--- config.mk ---
export PLATFORM = sky130hd
export DESIGN_NAME = loadAligner_flat
export DESIGN_NICKNAME = d
export VERILOG_FILES = /design/src/memPkg.sv /design/src/memPort_if.sv /design/src/loadAligner.sv /design/src/flat_wrapper.sv
export SDC_FILE = /design/constraint.sdc
export NUM_CORES = 1
export LEC_CHECK = 0
export BUFFER_PORTS_ARGS = -buffer_cell sky130_fd_sc_hd__buf_2
export CAP_MARGIN = 10
export CORE_MARGIN = 2
export CORE_UTILIZATION = 40
export DETAILED_ROUTE_END_ITERATION = 16
export PLACE_DENSITY = 0.82
export SLEW_MARGIN = 40
export SYNTH_ARGS = -nofsm -noshare
export SYNTH_HDL_FRONTEND = slang
export SYNTH_SLANG_ARGS = --single-unit
--- constraint.sdc ---
create_clock -name vclk -period 1.43
set_input_delay 0 -clock vclk [all_inputs]
set_output_delay 0 -clock vclk [all_outputs]
set_load 0.05 [all_outputs]
--- src/memPkg.sv ---
`default_nettype none

package memPkg;

    // Datapath and address width
    localparam int DATA_WIDTH = 32;

    // Byte lanes per data word
    localparam int BYTE_LANES = DATA_WIDTH / 8;

    // Data RAM geometry
    localparam int RAM_WORDS       = 256;
    localparam int WORD_ADDR_WIDTH = 8;

    // Memory operation, same encoding as funct3 of loads and stores
    typedef enum logic [2:0] {
        OP_BYTE   = 3'b000,
        OP_HALF   = 3'b001,
        OP_WORD   = 3'b010,
        OP_BYTE_U = 3'b100,
        OP_HALF_U = 3'b101
    } memOp_e;

    // Writeback result source
    typedef enum logic [1:0] {
        RESULT_ALU = 2'b00,
        RESULT_MEM = 2'b01,
        RESULT_PC4 = 2'b10
    } resultSrc_e;

endpackage

`default_nettype wire

--- src/memPort_if.sv ---
`timescale 1ns/10ps
`default_nettype none

interface memPort_if;

    // One data RAM access per cycle
    logic [memPkg::WORD_ADDR_WIDTH-1:0] wordAddr;
    logic [1:0]                         byteOffset;
    logic [memPkg::BYTE_LANES-1:0]      byteEn;
    logic                               writeEn;
    logic [memPkg::DATA_WIDTH-1:0]      writeData;
    logic [memPkg::DATA_WIDTH-1:0]      readWord;

    modport formatter (
        output wordAddr,
        output byteOffset,
        output byteEn,
        output writeEn,
        output writeData
    );

    modport ram (
        input  wordAddr,
        input  byteEn,
        input  writeEn,
        input  writeData,
        output readWord
    );

    modport aligner (
        input  byteOffset,
        input  readWord
    );

endinterface

`default_nettype wire

--- src/loadAligner.sv ---
`timescale 1ns/10ps
`default_nettype none

module loadAligner (
    input  memPkg::memOp_e                memoryOp_i,
    memPort_if.aligner                    mem,
    output logic [memPkg::DATA_WIDTH-1:0] loadData_o
);

    logic [1:0]                    effOffset;
    logic [memPkg::DATA_WIDTH-1:0] shiftedWord;

    // Ignore offset bits below the access size
    always_comb begin
        unique case (memoryOp_i)
            memPkg::OP_BYTE,
            memPkg::OP_BYTE_U: effOffset = mem.byteOffset;
            memPkg::OP_HALF,
            memPkg::OP_HALF_U: effOffset = {mem.byteOffset[1], 1'b0};
            default:           effOffset = 2'b00;
        endcase
    end

    // Addressed lane moved down to bit 0
    assign shiftedWord = mem.readWord >> {effOffset, 3'b000};

    // Sign or zero extension
    always_comb begin
        unique case (memoryOp_i)
            memPkg::OP_BYTE:
                loadData_o = {{(memPkg::DATA_WIDTH-8){shiftedWord[7]}}, shiftedWord[7:0]};
            memPkg::OP_BYTE_U:
                loadData_o = {{(memPkg::DATA_WIDTH-8){1'b0}}, shiftedWord[7:0]};
            memPkg::OP_HALF:
                loadData_o = {{(memPkg::DATA_WIDTH-16){shiftedWord[15]}}, shiftedWord[15:0]};
            memPkg::OP_HALF_U:
                loadData_o = {{(memPkg::DATA_WIDTH-16){1'b0}}, shiftedWord[15:0]};
            default:
                loadData_o = shiftedWord;
        endcase
    end

endmodule

`default_nettype wire

--- src/flat_wrapper.sv ---
// flat-port wrapper written by rule: the top's interface ports become plain ports
module loadAligner_flat 
  (memoryOp_i, loadData_o, mem_byteOffset, mem_readWord);
  memPort_if mem_i ();
  input  memPkg::memOp_e memoryOp_i;
  output logic [memPkg::DATA_WIDTH-1:0] loadData_o;
  input wire logic [$bits(mem_i.byteOffset)-1:0] mem_byteOffset;
  input wire logic [$bits(mem_i.readWord)-1:0] mem_readWord;
  assign mem_i.byteOffset = mem_byteOffset;
  assign mem_i.readWord = mem_readWord;
  loadAligner u_core (.memoryOp_i(memoryOp_i), .mem(mem_i), .loadData_o(loadData_o));
endmodule
==> metrics.txt, run 1 <==
mux share of post-synthesis cell area=17.51%; synthesized area=843.3 um2; syn_nets=152; simple logic cell fraction of the synthesized area=27.74%; Gate Count Post-Synth=115; yosys warns=0; DP Worst Slack=-0.1185 ns; status=stopped before the end; sequential area share after synthesis=0%; Routability Congestion=0.9231; IO buf count=69; Compound-Gate Fraction of Synth Area=43.32%; Synth Area in Adders=0%; worst ep type=output port; Die H=49.92 um; syn avg cell area=7.333 um2; GR Util All Layers=74.32%; GR repair worst EP=loadData_o[21]; DP Wirelength=2.957 mm; DIE WIDTH=49.92 um; Initial Util=42.55%; last stage the flow got to=global routing (5_1_grt); Cell variety after synth=33; tool error=[ERROR GRT-0232] Routing congestion too high. Check the congestion heatmap in the GUI.; GRT Residual Overflow=45; Rows=16; largest net degree at the start of global routing=19; largest family of logic cells by synthesized area=compound AO/OA/AOI/OAI gates; number of I/O pins=69; Post-Synth XOR/XNOR Area=0%
-- Yosys cell counts (all sizes together), types with 3 or more instances --
library cell | count | share of area, %
inv | 3 | 1.3
o211ai | 3 | 4.3
o31ai | 17 | 16
o21ai | 6 | 3.6
buf | 9 | 8.3
mux4 | 5 | 13
a211oi | 8 | 8.6
o22ai | 5 | 3.7
a31oi | 3 | 4.0
clkbuf | 4 | 1.8
nor2 | 3 | 1.3
nor2b | 8 | 6.8
nand2 | 24 | 11
-- cell families after synthesis --
kind of cell / count (synthesis)
and+or+nand+nor: 45
buffers and inverters: 16
AOI/OAI and AO/OA: 46
muxes: 8
-- metal layers --
layer	global-route usage, %	overflow
met4	88.43	23
met1	75.14	1
met3	46.06	0
met2	94.22	21
met5	0	0
-- timing repair --
action	in CTS
setup endpoints to repair	20
setup buffers	3
cloned	1
hold buffers	0
pin swaps	5
gates resized for setup	43
-- through the flow --
step	area [um2]	std cells	TNS (ns)
after CTS	1693	225	-0.2045
after detailed placement	1499	221	-1.317
after global placement	1499	221	-0.2329
after floorplan	1016	115	-2.485
==> run 2: changes to the inputs <==
--- a/config.mk
+++ b/config.mk
@@ -7,10 +7,10 @@
 export LEC_CHECK = 0
 export BUFFER_PORTS_ARGS = -buffer_cell sky130_fd_sc_hd__buf_2
 export CAP_MARGIN = 10
-export CORE_MARGIN = 2
-export CORE_UTILIZATION = 40
+export CORE_AREA = 2 2 63 65
 export DETAILED_ROUTE_END_ITERATION = 16
-export PLACE_DENSITY = 0.82
+export DIE_AREA = 0 0 65 67
+export PLACE_DENSITY_LB_ADDON = 0.15
 export SLEW_MARGIN = 40
 export SYNTH_ARGS = -nofsm -noshare
 export SYNTH_HDL_FRONTEND = slang
==> metrics.txt, run 2 <==
status=finished, final reports clean; hold path cells=4; Sequential Area=0 um2; maximum VDD drop=232.5 uV; RSZ-0062 raised after global routing=yes; Final period util=96.70%; Max-slew headroom=75.35%; antenna violations before repair=0; final antenna-violating net count=0; Die ar.=4355 um2; number of diodes=0; # nets final=233; synth cell count leaders=nand2_1, o31ai_1, a211oi_1, nor2b_1, o21ai_0; # clk buffers=0; Leakage=0.0007394 uW; most common cell after layout, fill and taps aside=buf_2; first-pass GRT wire length=5.727 mm; DR iter-0 viols=73; Hold Path Origin=mem_readWord[27]; top-count cell post-synth=nand2_1; simple logic cell fraction of the synthesized area=27.74% (unchanged); Slowest-stage cell, CP=mux2_4; crit path cell chain=buf_6 > nor2b_4 > mux2_4 > a211oi_4 > buf_6 > o31ai_2 > buf_6; fraction of layout cells with a size suffix above 1=66.49%; sequential area share after synthesis=0% (unchanged); yosys warns=0 (unchanged); GRT Residual Overflow=0; Synth Area in Adders=0% (unchanged); CP dominant cell by count=buf_6; Crit path required time=1.43 ns; Startpoint Class=primary input; synthesized area=843.3 um2 (unchanged); Post-Synth XOR/XNOR Area=0% (unchanged); CTS Hold Bufs=0 (unchanged); Compound-Gate Fraction of Synth Area=43.32% (unchanged); DIE WIDTH=65 um (+30%); Worst path max stage delay=0.33 ns; power per cell area=550.3 nW/um2; DP Wirelength=2.688 mm (-9.1%); Worst Tran Pin Value=0.3698 ns; setup_tns=0 ns; Core Util, Final=47.22%; Worst Hold Class=in -> out; Max Cap Viol=0; GR Util All Layers=16.00%; Initial Util=23.39% (-19 points); final WL=3.500 mm; Rows=22 (+6); area fraction of the dominant cell type after synthesis=14.24% (unchanged); synth top area cells=o31ai_1, mux4_2, nand2_1; number of I/O pins=69 (unchanged); syn avg cell area=7.333 um2 (unchanged); via count=1212; Max Slew Vio Count=0; most frequent cells in the layout=buf_2, nand2_1, buf_4; fmax=723.2 MHz; syn_nets=152 (unchanged); largest net degree at the start of global routing=20; IO buf count=69 (unchanged); Final Setup Violations=0; Worst Path Buf+Inv=3; Core ar.=3606 um2; CP endpoint kind=output port; Via density=5.008; FF+latch count=0; critical path type=in -> out; Die H=67 um (+34%); drt first pass iters=4; Routability Congestion=0.7624 (-17%); Synth area leader=o31ai_1; vias in the first global route=1191; Gate Count Post-Synth=115 (unchanged); placed cell areas=1500 um2 (about the same); Wirelength per Cell=14.46 um; CP max FO=8; min cycle time layout=1.383 ns; Area Overhead vs Synth=101.9%; final hold vios=0; largest family of logic cells by synthesized area=compound AO/OA/AOI/OAI gates; Crit path max-delay family=buffers and inverters; crit path DAT=1.38 ns; Crit path depth=7; Cell variety after synth=33 (unchanged); DRC=0; WHS=0.3583 ns; Worst Hold Endpoint=loadData_o[27]; mux share of post-synthesis cell area=17.51% (unchanged); post-route design area=1703 um2
run 2: cell counts after synthesis:
Identical to the previous run, type by type.
run 2: area by class of cell:
type	count	area [um2]
well taps	48	60.06
fillers	366	1903
multi-input cells	99	952.2
repair buffers	92	679.4
inverters	3	11.26
run 2: where the power goes:
group	internal (uW)	total, uW	leakage [uW]	switching, uW
Clock	0	0	0	0
Sequential	0	0	0	0
Combinational	342	937	0.000739	595
run 2: cell families (layout without fill, tap and decap cells):
| kind of cell | Yosys count | count (layout) |
|---|---|---|
| mux | 8 | 8 |
| simple gates | 45 | 45 |
| compound gates | 46 | 46 |
| buf+inv | 16 | 95 |
run 2: layer usage:
| layer | wire length [um] | vias to the layer above | track usage [%] |
|---|---|---|---|
| li1 | - | 597 | - |
| met1 | 1506 | 572 | 21.95 |
| met2 | 1753 | 41 | 28.99 |
| met3 | 230 | 2 | 1.182 |
| met4 | 10 | 0 | 0 |
| met5 | 0 | - | 0 |
run 2: per-stage QoR:
step                power, uW  cells  setup slack, ns
finish                  937.1    242          0.04720
global route            990.2    242        -0.007915
global placement        841.1    237         -0.01826
CTS                     898.3    241         0.001955
floorplan               622.2    115          -0.3498
detailed placement      846.8    237         -0.05838
run 2: how the worst max path moves through the flow:
stage                 startpoint        endpoint
3_5_place_dp       memoryOp_i[0]  loadData_o[27]
2_1_floorplan  mem_byteOffset[0]  loadData_o[17]
4_1_cts        mem_byteOffset[0]  loadData_o[25]
6_report           memoryOp_i[0]  loadData_o[29]
3_3_place_gp       memoryOp_i[0]  loadData_o[24]
5_1_grt            memoryOp_i[0]  loadData_o[29]
run 2: timing repair:
item                       CTS  global route
resized for setup           17            36
setup buffers                3             3
pin swaps                    1             4
gates cloned                 1             0
setup endpoints to repair   17            23
Power figures use the tool's default switching activity.
