[src/memPkg.sv]
`default_nettype none

package memPkg;

    // Datapath and address width
    localparam int DATA_WIDTH = 32;

    // Byte lanes per data word
    localparam int BYTE_LANES = DATA_WIDTH / 8;

    // Data RAM geometry
    localparam int RAM_WORDS       = 256;
    localparam int WORD_ADDR_WIDTH = 8;

    // Memory operation, same encoding as funct3 of loads and stores
    typedef enum logic [2:0] {
        OP_BYTE   = 3'b000,
        OP_HALF   = 3'b001,
        OP_WORD   = 3'b010,
        OP_BYTE_U = 3'b100,
        OP_HALF_U = 3'b101
    } memOp_e;

    // Writeback result source
    typedef enum logic [1:0] {
        RESULT_ALU = 2'b00,
        RESULT_MEM = 2'b01,
        RESULT_PC4 = 2'b10
    } resultSrc_e;

endpackage

`default_nettype wire

[src/writebackRegister.sv]
`timescale 1ns/10ps
`default_nettype none

module writebackRegister (
    input  logic                          clk,
    input  logic                          reset_i,
    input  logic                          stall_i,

    input  logic                          regWrite_i,
    input  memPkg::resultSrc_e            resultSrc_i,
    input  logic [memPkg::DATA_WIDTH-1:0] aluResult_i,
    input  logic [memPkg::DATA_WIDTH-1:0] loadData_i,
    input  logic [4:0]                    rd_i,
    input  logic [memPkg::DATA_WIDTH-1:0] pcPlus4_i,

    output logic                          regWrite_o,
    output logic [4:0]                    rd_o,
    output logic [memPkg::DATA_WIDTH-1:0] result_o
);

    logic                          regWriteW;
    memPkg::resultSrc_e            resultSrcW;
    logic [memPkg::DATA_WIDTH-1:0] aluResultW;
    logic [memPkg::DATA_WIDTH-1:0] loadDataW;
    logic [4:0]                    rdW;
    logic [memPkg::DATA_WIDTH-1:0] pcPlus4W;

    // M to W pipeline register, held while stalled
    always_ff @(posedge clk) begin
        if (reset_i) begin
            regWriteW  <= 1'b0;
            resultSrcW <= memPkg::RESULT_ALU;
            aluResultW <= '0;
            loadDataW  <= '0;
            rdW        <= '0;
            pcPlus4W   <= '0;
        end else if (!stall_i) begin
            regWriteW  <= regWrite_i;
            resultSrcW <= resultSrc_i;
            aluResultW <= aluResult_i;
            loadDataW  <= loadData_i;
            rdW        <= rd_i;
            pcPlus4W   <= pcPlus4_i;
        end
    end

    assign regWrite_o = regWriteW;
    assign rd_o       = rdW;

    // Final result select
    always_comb begin
        unique case (resultSrcW)
            memPkg::RESULT_ALU: result_o = aluResultW;
            memPkg::RESULT_MEM: result_o = loadDataW;
            memPkg::RESULT_PC4: result_o = pcPlus4W;
            default:            result_o = '0;
        endcase
    end

endmodule

`default_nettype wire

[config.mk]
export PLATFORM = sky130hd
export DESIGN_NAME = writebackRegister
export DESIGN_NICKNAME = d
export VERILOG_FILES = /design/src/memPkg.sv /design/src/writebackRegister.sv
export SDC_FILE = /design/constraint.sdc
export NUM_CORES = 1
export LEC_CHECK = 0
export ABC_CLOCK_PERIOD_IN_PS = 1700
export BUFFER_PORTS_ARGS = -buffer_cell sky130_fd_sc_hd__buf_2
export CORE_ASPECT_RATIO = 0.7
export CORE_MARGIN = 1
export CORE_UTILIZATION = 30
export DETAILED_ROUTE_END_ITERATION = 12
export GPL_TIMING_DRIVEN = 0
export PLACE_DENSITY = 0.56
export SLEW_MARGIN = 10
export SYNTH_ARGS = -nofsm -noshare
export SYNTH_HDL_FRONTEND = slang
export SYNTH_SLANG_ARGS = --single-unit
[constraint.sdc]
create_clock -name clk -period 1.7 [get_ports clk]
set_input_delay 0.17 -clock clk [delete_from_list [all_inputs] [get_ports clk]]
set_output_delay 0.17 -clock clk [all_outputs]
set_load 0.02 [all_outputs]
# ---- Word-level counts from Yosys, hierarchy flattened
# Index checks and enable logic that the tools add are counted.
dict set report word_totals {
  register_bits 104
  out_inout_bits 38
  elab_cells 10
}
dict set report op_classes {
  n_eq_ne 2
  mux 1
  n_reduce_logical 1
}
# operator count
set ops {}
lappend ops {{$pmux 32 s3} 1}
lappend ops {{$eq 2x1->1 const B} 1}
lappend ops {{$eq 2x2->1 const B} 1}
lappend ops {{$logic_not 2->1} 1}

# ---- Logic depth before layout (Yosys ltp)
# Gate-level depths: netlist of the first run.
dict set report depth {
  word_depth 2
  ltp_mapped 5
  mapped_depth_nobuf 2
}

# ---- Worst setup path after synthesis of the first run
# Ideal clock, no wire load.
dict set report synth_path {
  path_type {register -> output}
  from {reg resultSrcW[1]}
  to {out result_o[10] (netlist bit)}
  n_path_buf 2
  required_ps 1530
  stages_incl_launch_ff 5
  slack_ps 455
  arrival_ps 1075
  cell_sequence {dfxtp_1 > buf_4 > buf_6 > mux2i_1 > o2bb2ai_1}
}
dict set report synth_between {
  elab_chain_len 2
}
# element line
set synth_rtl {}
lappend synth_rtl {{start, declared} writebackRegister.sv:22} ;# memPkg::resultSrc_e resultSrcW;
lappend synth_rtl {{start signal, assigned} writebackRegister.sv:32} ;# resultSrcW <= memPkg::RESULT_ALU;
lappend synth_rtl {{start signal, assigned} writebackRegister.sv:39} ;# resultSrcW <= resultSrc_i;
lappend synth_rtl {{$eq 2x2->1 (tied with other cells)} writebackRegister.sv:52} ;# unique case (resultSrcW)
lappend synth_rtl {{$pmux 32 s3 (*)} writebackRegister.sv:52}
lappend synth_rtl {{end, declared} writebackRegister.sv:18} ;# output logic [memPkg::DATA_WIDTH-1:0] result_o
# Every way passes the cells marked *; elsewhere a longest branch is shown, timed or not.

# ---- Worst setup path in the final report of the first run
dict set report layout_path {
  from {reg resultSrcW[0]}
  to {out result_o[25] (netlist bit)}
}
# The elaborated chain is that of the path after synthesis.

==> results of run 1 <==
layout make-up:
| cell class | instances | area [µm²] | share of cell area [%] |
|---|---|---|---|
| multi-input cells | 274 | 2137 | 36.09 |
| flip-flops and latches | 104 | 2087 | 35.24 |
| repair buffers | 150 | 834.6 | 14.09 |
| plain buffers | 34 | 301.5 | 5.092 |
| clock buffers | 12 | 246.5 | 4.162 |
| well taps | 190 | 237.7 | 4.014 |
| clock inverters | 4 | 77.57 | 1.310 |
worst max-delay path: stages (launching register included):
cell and delay, ns:
dfxtp_2 0.32, buf_6 0.09, nor2b_4 0.21, buf_6 0.13, buf_8 0.12, o2bb2ai_2 0.12, buf_6 0.14
repair_timing:
item,in CTS,in global routing
hold endpoints to repair,0,0
endpoints found under the setup margin,30,29
gates cloned,1,0
gates resized for setup,33,28
setup buffers,7,1
hold buffers,0,0
synthesized netlist by cell type:
library cell	count
o2bb2ai_1	31
mux2i_1	136
clkbuf_1	8
nand2_1	1
o22ai_1	1
nor2b_4	1
buf_8	7
dfxtp_1	104
buf_2	6
buf_6	3
buf_1	5
buf_4	6
nor2_1	104
state kept, by name, summed over array words and instances, names as in the netlist:
name and count:
regWrite_o 1, loadDataW 32, aluResultW 32, rd_o 5, pcPlus4W 32, resultSrcW 2
layer usage:
layer	global-route usage [%]	up-vias	part of all wire [%]
li1	-	1744	-
met1	20.89	1624	49
met2	26.10	100	44
met3	5.439	8	6.5
met4	3.365	0	0.66
met5	0	-	0
cell families after synthesis:
logic type / Yosys count / synth area share (%)
buffers and inverters: 35 / 5.983
and+or+nand+nor: 106 / 9.287
muxes: 136 / 31.00
DFF: 104 / 47.41
AOI/OAI and AO/OA: 32 / 6.325
power groups by stage:
stage / sequential (µW) / clock (µW) / combinational (µW)
2_1_floorplan: 2700 / 0 / 542
3_3_place_gp: 2710 / 0 / 837
3_5_place_dp: 2710 / 0 / 854
4_1_cts: 2660 / 2300 / 916
5_1_grt: 2680 / 2400 / 1010
6_report: 2670 / 2230 / 922
stage by stage:
stage          setup TNS (ns)  setup slack [ns]  cells  cell area (µm²)
6_report                    0           0.06092    768             5922
4_1_cts             -0.007156         -0.006799    769             5843
5_1_grt              -0.04073          -0.01586    768             5922
3_3_place_gp                0            0.1885    745             5340
2_1_floorplan               0            0.4551    413             4392
3_5_place_dp                0            0.1847    745             5340
path summary, 6_finish.rpt:
check | start | to | slack, ns
worst max register to register | resultSrcW[0] | resultSrcW[0] | 0.69
worst max-delay path | resultSrcW[0] | result_o[25] | 0.06
worst min-delay path | pcPlus4_i[1] | pcPlus4W[1] | 0.06
worst min register to register | aluResultW[1] | aluResultW[1] | 0.49
==> impl_metrics.toml, run 1 <==
[run_status]
status = "finished, final reports clean"

[hold_path]
holdCritPathClass = "input port to flop"
hold_depth = 3

[drt]
dr.pass1.iters = 4
postRouteWirelength_um = 11880
drc = 0
avgRoutedWirePerCell_um = 15.47
viasPerCell = 4.526
via_count = 3476
antenna_left = 0
drt-initial-drc-count = 64

[clock_tree]
root_buffer = "clkbuf_16"
cts_max_level = 3
clk-insertion-delay-late_ns = 0.34
numCtsBuffers = 9
clkTransAtPathRegs_ns = 0.07
cts_tree = "done"
clockBufferDepth = 2
cts.sinks = 104

[power_and_ir_drop]
combPwrFrac_pct = 15.8
p_per_area_nw_per_um2 = 982.4
swShare_pct = 24.91
clock_power_share_pct = 38.3
p_leak_uw = 0.002803
p_int_uw = 4368
p_total_uw = 5817
switchingPower_uw = 1449
ir_drop_mv = 0.6256
seq_power_share_pct = 45.9

[logic_synthesis]
netlist_area_um2 = 4392
synth-warning-count = 0
synth.avg_cell_area_um2 = 10.63
synthTopCellsByArea = "dfxtp_1 (47%), mux2i_1 (31%), nor2_1 (8.9%)"
synth-seq-cells = 104
netlist_instances = 413
ys_seq_area_share_pct = 47.41
yosysUniqueCellTypes = 13
yosys.area.top_type = "dfxtp_1"
syn_nets = 520
synth_top_area_share_pct = 47.41

[final_layout]
final_cell_mix = "mux2i_1 (131), buf_2 (131), nor2_1 (104)"
final_util_pct = 42.00
drive_above_1_share_pct = 35.64
antenna_cells = 0
area_growth_pct = 34.84
nNetsFinal = 680
final.fill_count = 1420

[floorplan]
std_cell_rows = 36
fp.dieW_um = 146.6
start_util_pct = 31.15
die_h_um = 103.2
coreArea_um2 = 14100
ios = 145
dieArea_um2 = 15130

[setup_path]
crit_fanout = 5
worstPathRequired_ns = 1.53
cp.arrival_ns = 1.47
end_kind = "output port"
critPathKind = "flop to output port"
cp-start-kind = "flop"
r2r_cells = 5

[timing]
maxSlewViolCount = 0
finalCritPeriodShare_pct = 96.42
setup_viol = 0
hold_slack_ns = 0.05948
grt_setup_unrepaired = "true"
finClkSkew_ns = 0
period_minus_slack_ns = 1.639
timing.fmax_ghz = 0.6101
maxSlewHeadroom_pct = 63.65
hold_viol = 0
tightest_slew_ns = 0.5452

[global_route]
grt_pass1_vias = 3560
grt_max_degree = 17
grt_overflow_total = 0
grt_usage_pct = 16.09
antenna_found_initial = 0
grt_pass1_wl_um = 18440

[placement]
globalplace.congestion = 0.7615
dpl.hpwl_um = 8716
place.port_buffers = 142

[flow_run]
maxCapViolCount = 0
Note: power is estimated with default switching activity, not from simulation.
==> run 2, diff against run 1 <==
--- a/config.mk
+++ b/config.mk
@@ -6,13 +6,13 @@
 export NUM_CORES = 1
 export LEC_CHECK = 0
 export ABC_CLOCK_PERIOD_IN_PS = 1700
-export BUFFER_PORTS_ARGS = -buffer_cell sky130_fd_sc_hd__buf_2
 export CORE_ASPECT_RATIO = 0.7
 export CORE_MARGIN = 1
 export CORE_UTILIZATION = 30
 export DETAILED_ROUTE_END_ITERATION = 12
+export DONT_BUFFER_PORTS = 1
 export GPL_TIMING_DRIVEN = 0
-export PLACE_DENSITY = 0.56
+export PLACE_DENSITY = 0.48
 export SLEW_MARGIN = 10
 export SYNTH_ARGS = -nofsm -noshare
 export SYNTH_HDL_FRONTEND = slang
==> run 2 against run 1 <==
  * Die area did not move
  * Total power fell by 1.8%
  * Worst setup slack got worse by 0.0016 ns
  * Sequential share of layout area fell by 4.0 points
  * Critical endpoint is now result_o[11]
==> impl_metrics.toml, run 2 (synthesized netlist as in run 1, its figures left out) <==
[run_status]
status = "finished, final reports clean"

[global_route]
grt_max_degree = 18
grt_pass1_vias = 3556
grt_overflow_total = 0
grt_pass1_wl_um = 19030
grt_usage_pct = 16.53
antenna_found_initial = 0

[drt]
dr.pass1.iters = 4
viasPerCell = 4.659
drc = 0
avgRoutedWirePerCell_um = 17.45
drt-initial-drc-count = 66
antenna_left = 0
postRouteWirelength_um = 12640
via_count = 3373

[timing]
finClkSkew_ns = 0
setup_viol = 0
setup_tns_ns = 0
period_minus_slack_ns = 1.641
hold_viol = 0
maxSlewHeadroom_pct = 60.78
tightest_slew_ns = 0.5883
hold_slack_ns = 0.01090
finalCritPeriodShare_pct = 96.51
timing.fmax_ghz = 0.6095
grt_setup_unrepaired = "true"
maxSlewViolCount = 0

[setup_path]
cp.arrival_ns = 1.47
worstPathRequired_ns = 1.53
end_kind = "output port"
crit_fanout = 10
reg2reg_setup_slack_ns = 0.75
cp-start-kind = "flop"
critPathKind = "flop to output port"

[clock_tree]
root_buffer = "clkbuf_16"
numCtsBuffers = 9
cts_max_level = 3
clkTransAtPathRegs_ns = 0.07
clk-insertion-delay-late_ns = 0.33
clockBufferDepth = 2
cts_tree = "done"
cts.sinks = 104

[floorplan]
std_cell_rows = 36
dieArea_um2 = 15130
coreArea_um2 = 14100
ios = 145
die_h_um = 103.2
start_util_pct = 31.15
fp.dieW_um = 146.6

[power_and_ir_drop]
ir_drop_mv = 0.4807
p_per_area_nw_per_um2 = 858.2
p_total_uw = 5715
p_leak_uw = 0.002693

[final_layout]
mostFrequentLayoutCell = "mux2i_1"
area_growth_pct = 51.62
largestRegisters = "aluResultW x32, loadDataW x32, pcPlus4W x32"
nNetsFinal = 636
antenna_cells = 0
drive_above_1_share_pct = 17.98
final_cell_mix = "mux2i_1 (114), nor2_1 (104), dfxtp_1 (104)"

[placement]
dpl.hpwl_um = 8360
globalplace.congestion = 0.7647
place.port_buffers = 0

[hold_path]
holdCritPathClass = "input port to flop"

[flow_run]
maxCapViolCount = 0
run 2: changes by cell type in the layout (fill, tap and decap cells not counted), moves of 6 or more:
cell	previous run	this run
buf_12	0	6
buf_2	131	3
buf_4	21	5
buf_6	10	1
dlygate4sd3_1	0	102
mux2i_1	131	114
mux2i_4	1	13
o2bb2ai_1	21	1
o2bb2ai_2	10	16
o2bb2ai_4	0	14
run 2: critical path, stage by stage, from the launching register on:
cell and delay, ns:
dfxtp_1 0.36, buf_12 0.17, buf_12 0.17, mux2i_2 0.29, o2bb2ai_4 0.13
run 2: what timing repair did:
item	4_1_cts	5_1_grt
setup endpoints to repair	30	30
hold endpoints to repair	102	0
pin swaps	0	2
resized for setup	37	70
cloned	0	2
setup buffers	0	1
hold buffers	102	0
run 2: final cells by class:
type / count / area (µm²)
Sequential cell: 104 / 2082
Fill cell: 1310 / 7440
Buffer: 35 / 359.1
Timing Repair Buffer: 105 / 1091
Clock buffer: 11 / 242.7
Tap cell: 190 / 237.7
Multi-Input combinational cell: 274 / 2606
Clock inverter: 5 / 40.04
run 2: final timing paths:
path	start	to	depth (start not counted)
hold reg to reg	pcPlus4W[1]	pcPlus4W[1]	2
hold / removal	pcPlus4_i[12]	pcPlus4W[12]	2
setup / recovery	resultSrcW[1]	result_o[11]	4
setup reg to reg	resultSrcW[1]	resultSrcW[1]	4
run 2: layer usage:
| layer | wire length [µm] | global-route usage [%] | vias up | part of all wire, % |
|---|---|---|---|---|
| li1 | - | - | 1657 | - |
| met1 | 6034 | 21.54 | 1611 | 48 |
| met2 | 5875 | 27.60 | 98 | 46 |
| met3 | 645 | 4.518 | 7 | 5.1 |
| met4 | 80 | 3.526 | 0 | 0.63 |
| met5 | 0 | 0 | - | 0 |
run 2: metrics by stage:
stage               cell area (µm²)  utilization (%)  instances  worst slack, ns
floorplan                      4392                -        413           0.4551
global placement               4629            32.84        603           0.2130
detailed placement             4629            32.84        603           0.1886
CTS                            6123            43.43        721         -0.06782
global route                   6659            47.23        724         -0.03664
finish                         6659            47.23        724          0.05932
run 2: power by group:
| group | total (µW) | switching [µW] | internal [µW] |
|---|---|---|---|
| registers | 2710 | 126 | 2580 |
| logic | 1050 | 508 | 541 |
| clock network | 1960 | 915 | 1040 |
