[src/memPkg.sv]
`default_nettype none

package memPkg;

    // Datapath and address width
    localparam int DATA_WIDTH = 32;

    // Byte lanes per data word
    localparam int BYTE_LANES = DATA_WIDTH / 8;

    // Data RAM geometry
    localparam int RAM_WORDS       = 256;
    localparam int WORD_ADDR_WIDTH = 8;

    // Memory operation, same encoding as funct3 of loads and stores
    typedef enum logic [2:0] {
        OP_BYTE   = 3'b000,
        OP_HALF   = 3'b001,
        OP_WORD   = 3'b010,
        OP_BYTE_U = 3'b100,
        OP_HALF_U = 3'b101
    } memOp_e;

    // Writeback result source
    typedef enum logic [1:0] {
        RESULT_ALU = 2'b00,
        RESULT_MEM = 2'b01,
        RESULT_PC4 = 2'b10
    } resultSrc_e;

endpackage

`default_nettype wire

[src/memPort_if.sv]
`timescale 1ns/10ps
`default_nettype none

interface memPort_if;

    // One data RAM access per cycle
    logic [memPkg::WORD_ADDR_WIDTH-1:0] wordAddr;
    logic [1:0]                         byteOffset;
    logic [memPkg::BYTE_LANES-1:0]      byteEn;
    logic                               writeEn;
    logic [memPkg::DATA_WIDTH-1:0]      writeData;
    logic [memPkg::DATA_WIDTH-1:0]      readWord;

    modport formatter (
        output wordAddr,
        output byteOffset,
        output byteEn,
        output writeEn,
        output writeData
    );

    modport ram (
        input  wordAddr,
        input  byteEn,
        input  writeEn,
        input  writeData,
        output readWord
    );

    modport aligner (
        input  byteOffset,
        input  readWord
    );

endinterface

`default_nettype wire

[src/storeFormatter.sv]
`timescale 1ns/10ps
`default_nettype none

module storeFormatter (
    input  logic                          memWrite_i,
    input  memPkg::memOp_e                memoryOp_i,
    input  logic [memPkg::DATA_WIDTH-1:0] address_i,
    input  logic [memPkg::DATA_WIDTH-1:0] storeData_i,
    memPort_if.formatter                  mem
);

    logic [1:0] offset;

    assign offset = address_i[1:0];

    // Word index drops the two byte-select bits
    assign mem.wordAddr   = address_i[memPkg::WORD_ADDR_WIDTH+1:2];
    assign mem.byteOffset = offset;
    assign mem.writeEn    = memWrite_i;

    // Lane enables and replicated write data
    always_comb begin
        unique case (memoryOp_i)
            memPkg::OP_BYTE,
            memPkg::OP_BYTE_U: begin
                mem.byteEn    = 4'b0001 << offset;
                mem.writeData = {4{storeData_i[7:0]}};
            end
            memPkg::OP_HALF,
            memPkg::OP_HALF_U: begin
                // Offset bit 0 ignored for halfwords
                if (offset[1]) begin
                    mem.byteEn = 4'b1100;
                end else begin
                    mem.byteEn = 4'b0011;
                end
                mem.writeData = {2{storeData_i[15:0]}};
            end
            memPkg::OP_WORD: begin
                mem.byteEn    = 4'b1111;
                mem.writeData = storeData_i;
            end
            default: begin
                mem.byteEn    = 4'b0000;
                mem.writeData = storeData_i;
            end
        endcase
    end

endmodule

`default_nettype wire

[src/flat_wrapper.sv]
// flat-port wrapper written by rule: the top's interface ports become plain ports
module storeFormatter_flat 
  (memWrite_i, memoryOp_i, address_i, storeData_i, mem_wordAddr, mem_byteOffset, mem_byteEn, mem_writeEn, mem_writeData);
  memPort_if mem_i ();
  input  logic memWrite_i;
  input  memPkg::memOp_e memoryOp_i;
  input  logic [memPkg::DATA_WIDTH-1:0] address_i;
  input  logic [memPkg::DATA_WIDTH-1:0] storeData_i;
  output wire logic [$bits(mem_i.wordAddr)-1:0] mem_wordAddr;
  output wire logic [$bits(mem_i.byteOffset)-1:0] mem_byteOffset;
  output wire logic [$bits(mem_i.byteEn)-1:0] mem_byteEn;
  output wire logic [$bits(mem_i.writeEn)-1:0] mem_writeEn;
  output wire logic [$bits(mem_i.writeData)-1:0] mem_writeData;
  assign mem_wordAddr = mem_i.wordAddr;
  assign mem_byteOffset = mem_i.byteOffset;
  assign mem_byteEn = mem_i.byteEn;
  assign mem_writeEn = mem_i.writeEn;
  assign mem_writeData = mem_i.writeData;
  storeFormatter u_core (.memWrite_i(memWrite_i), .memoryOp_i(memoryOp_i), .address_i(address_i), .storeData_i(storeData_i), .mem(mem_i));
endmodule
[config.mk]
export PLATFORM = sky130hd
export DESIGN_NAME = storeFormatter_flat
export DESIGN_NICKNAME = d
export VERILOG_FILES = /design/src/memPkg.sv /design/src/memPort_if.sv /design/src/storeFormatter.sv /design/src/flat_wrapper.sv
export SDC_FILE = /design/constraint.sdc
export NUM_CORES = 1
export LEC_CHECK = 0
export ABC_AREA = 1
export BUFFER_PORTS_ARGS = -buffer_cell sky130_fd_sc_hd__buf_2
export CORE_ASPECT_RATIO = 1.2
export CORE_MARGIN = 3
export CORE_UTILIZATION = 25
export DETAILED_ROUTE_END_ITERATION = 16
export PLACE_DENSITY_LB_ADDON = 0.3
export RECOVER_POWER = 25
export SETUP_SLACK_MARGIN = 0.4
export SLEW_MARGIN = 0
export SYNTH_ARGS = -nofsm -noshare
export SYNTH_HDL_FRONTEND = slang
export SYNTH_SLANG_ARGS = --single-unit
[constraint.sdc]
create_clock -name vclk -period 1.1
set_input_delay 0.275 -clock vclk [all_inputs]
set_output_delay 0.275 -clock vclk [all_outputs]
set_load 0.005 [all_outputs]
Word-level counts from Yosys, hierarchy flattened
Cells that the tools add are included.
Widths: inputs -> output; s select.
{"block": "totals", "inputBits": 68, "elab_cells": 11, "output_inout_bits": 47, "reg_bits": 0}
{"block": "classes", "n_reduce_logical": 3, "shift": 1, "n_eq_ne": 4, "mux": 3}
{"cell": "$pmux 32 s2", "count": 1}
{"cell": "$pmux 4 s3", "count": 1}
{"cell": "$eq 3x3->1 const B", "count": 2}
{"cell": "$mux 4", "count": 1}
{"cell": "$reduce_or 2->1", "count": 2}
{"cell": "$shl 1x2->4 const A", "count": 1}
{"cell": "$eq 3x1->1 const B", "count": 1}
{"cell": "$eq 3x2->1 const B", "count": 1}
{"cell": "$logic_not 3->1", "count": 1}

Longest topological paths before layout
Gate-level depths: netlist of the first run.
{"block": "depth", "depth_word": 3, "mapped_depth": 5, "ltp_nobuf": 4}

Worst setup path before layout of the first run
OpenSTA, ideal clock, no wires.
{"block": "synth_path", "path_type": "input -> output", "start": "input memoryOp_i[1]", "end": "output mem_writeData[29]", "path_buffers": 2, "required_ns": 0.825, "path_stages": 5, "t_arrival_ns": 0.745, "slack_ns": 0.080, "path_cell_list": "buf_6 > inv_4 > buf_6 > nand3_1 > nand3_1"}
{"block": "synth_between", "elab_chain_cells": 3, "word_cells_on_any_way": 7, "classes_between": "eq/ne (3); mux (1); reduce/logical (3)"}
{"element": "start, declared", "line": "flat_wrapper.sv:6", "text": "input memPkg::memOp_e memoryOp_i;"}
{"element": "$eq 3x1->1, or another cell as far along", "line": "storeFormatter.sv:23", "text": "unique case (memoryOp_i)"}
{"element": "$reduce_or 2->1", "line": "storeFormatter.sv:23"}
{"element": "$pmux 32 s2 (*)", "line": "storeFormatter.sv:23"}
{"element": "end, declared", "line": "flat_wrapper.sv:13", "text": "output wire logic [$bits(mem_i.writeData)-1:0] mem_writeData;"}
Mark *: on every way between the ends. The rest lies on a longest branch, timed or not.

Worst setup path in the final report of the first run
{"block": "layout_path", "start": "input memoryOp_i[0]", "end": "output mem_byteEn[1]"}
{"block": "layout_between", "elab_chain_cells": 3, "word_cells_on_any_way": 8, "classes_between": "eq/ne (4); mux (1); reduce/logical (3)"}
{"element": "$eq 3x1->1, or another cell as far along", "line": "storeFormatter.sv:23"}
{"element": "$reduce_or 2->1", "line": "storeFormatter.sv:23"}
{"element": "$pmux 4 s3 (*)", "line": "storeFormatter.sv:23"}
{"element": "end, declared", "line": "flat_wrapper.sv:11", "text": "output wire logic [$bits(mem_i.byteEn)-1:0] mem_byteEn;"}
Marked as above.

==> results of run 1 <==
[metal layers]
metal / track usage / up-vias / share of wire
met1: 0.1520 / 408 / 0.34
met2: 0.2873 / 53 / 0.56
met4: 0.01124 / 0 / 0.013
met3: 0.007371 / 4 / 0.082
met5: 0 / - / 0
li1: - / 472 / -
[final timing paths]
path	startpoint	to	slack, ns	cells after the start
hold / removal	address_i[9]	mem_wordAddr[7]	0.55	0
setup / recovery	memoryOp_i[0]	mem_byteEn[1]	-0.12	6
[logic make-up after synthesis]
kind of cell	share of synthesized area
AND/OR/NAND/NOR	0.5500
buffers and inverters	0.3860
AO/OA/AOI/OAI	0.06400
[Yosys cell counts]
master                     n
sky130_fd_sc_hd__buf_4    19
sky130_fd_sc_hd__nand2_1  54
sky130_fd_sc_hd__nor2_1    4
sky130_fd_sc_hd__inv_4     1
sky130_fd_sc_hd__o21ai_1   2
sky130_fd_sc_hd__buf_12    1
sky130_fd_sc_hd__inv_1     3
sky130_fd_sc_hd__buf_2     1
sky130_fd_sc_hd__nand3_2   1
sky130_fd_sc_hd__nand3_1  21
sky130_fd_sc_hd__nor2_4    1
sky130_fd_sc_hd__o21ai_0   6
sky130_fd_sc_hd__buf_6     5
[worst max-delay path: stages]
cell and delay (ns):
sky130_fd_sc_hd__buf_8 0.11, sky130_fd_sc_hd__nor2_4 0.17, sky130_fd_sc_hd__buf_6 0.15, sky130_fd_sc_hd__nand2_2 0.06, sky130_fd_sc_hd__nand3_2 0.06, sky130_fd_sc_hd__buf_2 0.11
[per-stage QoR]
| stage | worst slack (ns) | TNS, ns | power, mW |
|---|---|---|---|
| 6_report | -0.1193 | -1.790 | 0.4804 |
| 5_1_grt | -0.1630 | -2.819 | 0.5273 |
| 4_1_cts | -0.1121 | -1.920 | 0.4543 |
| 3_5_place_dp | -0.1504 | -3.093 | 0.3703 |
| 3_3_place_gp | -0.1447 | -2.984 | 0.3661 |
| 2_1_floorplan | 0.08146 | 0 | 0.2283 |
[timing repair]
action | 4_1_cts | 5_1_grt
pin swaps | 5 | 1
endpoints found under the setup margin | 38 | 38
gates resized for setup | 50 | 17
[placed cells by master (no fill, tap or decap), drive strengths merged]
cell type	n
inv	4
o21ai	8
buf	82
nand2	54
nor2	5
nand3	22
[report_power, final]
group	switching, mW	internal, mW
sequential	0	0
clock	0	0
combinational	0.212	0.269
total	0.212	0.269
[area by class of cell]
class / instances / area (um^2)
fillers: 255 / 1139
inverters: 4 / 20.02
multi-input cells: 89 / 480.5
well taps: 31 / 38.79
repair buffers: 82 / 651.9
==> summary.md, run 1 <==
| Metric | Value |
|---|---|
| Fin worst setup slack | `-0.1193 ns` |
| Largest net degree at the start of global routing | `19` |
| Violations in the final reports | `setup timing` |
| Critical Path Start Type | `input pin` |
| Number of max-cap violations | `0` |
| Max transition margin | `0.8434` |
| Worst-margin pin slew | `0.2341 ns` |
| Wire length of the first global-routing pass | `roughly 3500 um` |
| Number of warning messages in the yosys log | `0` |
| # rows | `19` |
| Crit share post-route | `1.108` |
| Pins Over Slew Limit | `0` |
| Time the final worst path needs with I/O delays and setup | `1.219 ns` |
| Die Footprint | `3141 um^2` |
| RSZ-0062 raised after global routing | `yes` |
| Cell variety after synth | `13` |
| Worst hold-check slack | `about 0.55 ns` |
| Category of the most critical setup path | `input pin to output pin` |
| Synthesized Nets | `187` |
| Total congestion overflow after global routing | `0` |
| Number of top-level pins | `115` |
| Setup fix buffers added after clock tree synthesis | `0` |
| Area growth syn-to-layout | `90.40%` |
| Routed len/inst | `between 10 and 15 um` |
| Number of routed nets with antenna violations | `0` |
| GRT Util Overall | `0.1362` |
| Post-detailed-route via-to-cell ratio | `roughly 4.5` |
| Standard cell core area | `2330 um^2` |
| Residual DRC | `0` |
| Min-delay worst type | `input pin to output pin` |
| Category of the worst setup path capture point | `output pin` |
| Largest cells by area after synthesis | `sky130_fd_sc_hd__nand2_1, sky130_fd_sc_hd__buf_4, sky130_fd_sc_hd__nand3_1, sky130_fd_sc_hd__buf_6, sky130_fd_sc_hd__o21ai_0` |
| Die Span X | `51.67 um` |
| Data required, critical path | `0.82 ns` |
| Number of inserted diodes | `0` |
| Synthesized instance count | `roughly 120` |
| Net total in the final layout | `245` |
| Number of DRC markers in iteration 0 | `20` |
| Worst endpoint data arrival time | `~0.94 ns` |
| Final weighted congestion in routability-driven placement | `~0.65` |
| Area of the mapped netlist | `approximately 630 um^2` |
| Final-layout clock buffer total | `0` |
| Static leakage | `0.7246 nW` |
| Initial standard-cell utilization of the core | `0.2685` |
| Number of hold violations in the final report | `0` |
| Result of the run | `finished with violations` |
| Final instance area | `1191 um^2` |
| Port Buffers | `75` |
| Maximum ir drop on the vdd rail | `0.0001808 V` |
| Cell type with the highest aggregate area in the netlist | `sky130_fd_sc_hd__nand2_1` |
| Post-layout util | `0.5113` |
| Dpl cell area | `908.4 um^2` |
| Initial antenna violation count | `0` |
| Via count of the first global-routing pass | `858` |
| Count of sequential standard cells | `0` |
| Synth top area share | `0.3240` |
| Post-detailed-placement half-perimeter wirelength | `between 1500 and 2000 um` |
| Placed cells | `206` |
| First drt pass iteration count | `4` |
| Total wire length after detailed routing | `2557 um` |
| Via count | `~940` |
| Layout cell share with drive strength beyond 1 | `0.6286` |
| Hold-fix buffers, CTS | `0` |
| Highest fanout seen on the critical path | `4` |
| Sequential element share of the synthesized area | `0` |
| Die Y-Extent | `roughly 61 um` |
| Post-route non-filler standard cell count | `206` |
| Sequential cell area | `0 um^2` |
| Max Freq | `820.1 MHz` |
| Endpoints failing setup | `20` |
| Power density relative to cell area | `between 400 and 500 nW/um^2` |
| Synthesized area per cell | `5.257 um^2` |
(Power assumes the default switching activity.)
==> run 2: changes to the inputs <==
--- a/config.mk
+++ b/config.mk
@@ -5,7 +5,6 @@
 export SDC_FILE = /design/constraint.sdc
 export NUM_CORES = 1
 export LEC_CHECK = 0
-export ABC_AREA = 1
 export BUFFER_PORTS_ARGS = -buffer_cell sky130_fd_sc_hd__buf_2
 export CORE_ASPECT_RATIO = 1.2
 export CORE_MARGIN = 3
==> run 2 against run 1 <==
Effect of this change:
- the run still ends with setup timing left
- fmax decreased by 8.8%
- synthesized area decreased by 11%
- clock-buffer cell count stayed put
- synthesized cell count down 39%
==> summary.md, run 2 <==
| Metric | Value |
|---|---|
| Routed len/inst | `15.87 um` |
| Crit path max-delay family | `buffers and inverters` |
| Critical Path Start Type | `input pin` |
| Category of the worst setup path capture point | `output pin` |
| Power density relative to cell area | `about 440 nW/um^2` |
| GRT Util Overall | `0.1668` |
| Post-detailed-route via-to-cell ratio | `4.641` |
| Cell type with the highest aggregate area in the netlist | `sky130_fd_sc_hd__mux2_2` |
| Simple-gate area share of the yosys netlist | `0.1099` |
| Highest fanout seen on the critical path | `4` |
| Dominant combinational cell family by area after synthesis | `multiplexers` |
| Via count | `775` |
| Post-layout util | `0.6625` |
| Static leakage | `0.7302 nW` |
| Synthesized instance count | `72` |
| Final weighted congestion in routability-driven placement | `0.7144` |
| Worst path bufs/invs | `3` |
| Hold-fix buffers, CTS | `0` |
| Largest net degree at the start of global routing | `13` |
| Die Y-Extent | `57.76 um` |
| Worst Hold End | `mem_writeEn` |
| Launch instance of the worst min-delay path | `memWrite_i` |
| Total wire length after detailed routing | `2650 um` |
| Most frequent cell after synthesis | `sky130_fd_sc_hd__buf_4` |
| Crit-path most repeated cell | `sky130_fd_sc_hd__buf_6` |
| Number of max-cap violations | `0` |
| Min-delay worst type | `input pin to output pin` |
| Largest cells by area after synthesis | `sky130_fd_sc_hd__mux2_2, sky130_fd_sc_hd__buf_4, sky130_fd_sc_hd__mux2i_1, sky130_fd_sc_hd__o21ai_0, sky130_fd_sc_hd__nand2_1` |
| Number of hold violations in the final report | `0` |
| Final-layout clock buffer total | `0` |
| Synthesized Nets | `140` |
| Die Span X | `49.13 um` |
| Number of top-level pins | `115` |
| Wire length of the first global-routing pass | `a little under 4000 um` |
| Compound-gate portion of the synthesized area | `0.1166` |
| Count of sequential standard cells | `0` |
| First drt pass iteration count | `4` |
| Area growth syn-to-layout | `148.7%` |
| Standard cell core area | `2095 um^2` |
| Slowest-stage cell, CP | `sky130_fd_sc_hd__mux2_4` |
| Total congestion overflow after global routing | `0` |
| Synthesized area per cell | `a little under 8 um^2` |
| Fin worst setup slack | `-0.2363 ns` |
| Xor and xnor fraction of the mapped netlist area | `0` |
| RSZ-0062 raised after global routing | `yes` |
| Number of routed nets with antenna violations | `0` |
| Pre-CTS worst setup slack | `-0.2988 ns` |
| Die Footprint | `roughly 2800 um^2` |
| Category of the most critical setup path | `input pin to output pin` |
| Dpl cell area | `approximately 900 um^2` |
| Worst-path cell chain | `buf_8 > nor2_4 > buf_6 > mux2_4 > buf_6` |
| Synth top area share | `0.3229` |
| Worst hold path cell count | `0` |
| Number of warning messages in the yosys log | `0` |
| Residual DRC | `0` |
| Port Buffers | `75` |
| Area of the mapped netlist | `558.0 um^2` |
| Post-Synth Adder-Cell Area | `0` |
| Data required, critical path | `0.82 ns` |
| Max transition margin | `0.8910` |
| Worst endpoint data arrival time | `between 1 and 1.5 ns` |
| Final instance area | `between 1000 and 1500 um^2` |
| Net total in the final layout | `207` |
| Maximum ir drop on the vdd rail | `approximately 0.0002 V` |
| Layout cell share with drive strength beyond 1 | `0.8394` |
| Result of the run | `finished with violations` |
| Sequential cell area | `0 um^2` |
| Violations in the final reports | `setup timing` |
| Most frequent standard cell in the layout excluding fill and tap cells | `sky130_fd_sc_hd__buf_2` |
| Initial standard-cell utilization of the core | `0.2664` |
| Leading cell types by count after synthesis | `sky130_fd_sc_hd__buf_4, sky130_fd_sc_hd__mux2_2, sky130_fd_sc_hd__o21ai_0` |
| Via count of the first global-routing pass | `783` |
| Pins Over Slew Limit | `0` |
| Number of DRC markers in iteration 0 | `6` |
| Endpoints failing setup | `28` |
| Initial antenna violation count | `0` |
| Max Freq | `roughly 750 MHz` |
| Mux contribution to synthesized area | `0.4664` |
| # rows | `18` |
| Number of inserted diodes | `0` |
| Most frequent cells in the layout | `sky130_fd_sc_hd__buf_2, sky130_fd_sc_hd__buf_6, sky130_fd_sc_hd__mux2_4` |
| Cell variety after synth | `13` |
| Sequential element share of the synthesized area | `0` |
| Crit share post-route | `1.215` |
| Worst-margin pin slew | `0.1590 ns` |
| Time the final worst path needs with I/O delays and setup | `about 1.3 ns` |
| Critical Path Max Stage Delay | `0.31 ns` |
| Timing startpoint of the critical path | `memoryOp_i[0]` |
==> run 2: repair_timing <==
action | CTS | global route
gates cloned | 1 | 1
pin swaps | 4 | 2
buffers inserted | 4 | 1
resized for setup | 69 | 14
endpoints found under the setup margin | 38 | 38
==> run 2: cell families after synthesis <==
group	after synthesis
and+or+nand+nor	13
AOI/OAI and AO/OA	12
buffers and inverters	23
muxes	24
==> run 2: power breakdown <==
group          internal [mW]  switching [mW]
clock                      0               0
combinational          0.401           0.207
sequential                 0               0
==> run 2: per-layer routing <==
layer  wire [um]  vias up  GRT usage
met5           0        -          0
met4          29        0   0.004065
met3         246        4    0.04627
met2        1504       47     0.3544
met1         870      356     0.1636
li1            -      368          -
==> run 2: how the worst max path moves through the flow <==
stage	depth (start not counted)	slack, ns	end
2_1_floorplan	2	-0.03	mem_writeData[10]
3_3_place_gp	5	-0.29	mem_writeData[15]
3_5_place_dp	4	-0.30	mem_writeData[23]
4_1_cts	5	-0.23	mem_writeData[14]
5_1_grt	5	-0.27	mem_writeData[10]
6_report	5	-0.24	mem_writeData[8]
==> run 2: layout make-up <==
cell class                      count  area, um^2
Multi-Input combinational cell     49       501.7
Timing Repair Buffer               88       848.3
Tap cell                           30       37.54
Fill cell                         170       706.9
==> run 2: metrics by stage <==
| stage | power [mW] | instances | hold WS, ns | setup TNS, ns |
|---|---|---|---|---|
| after global routing | 0.6463 | 167 | 0.5500 | -5.751 |
| after detailed placement | 0.3720 | 160 | 0.5500 | -6.499 |
| after global placement | 0.3667 | 160 | 0.5500 | -6.151 |
| after CTS | 0.5524 | 165 | 0.5500 | -4.804 |
| after floorplan | 0.2331 | 72 | 0.6122 | -0.2041 |
| final | 0.6078 | 167 | 0.5500 | -4.988 |
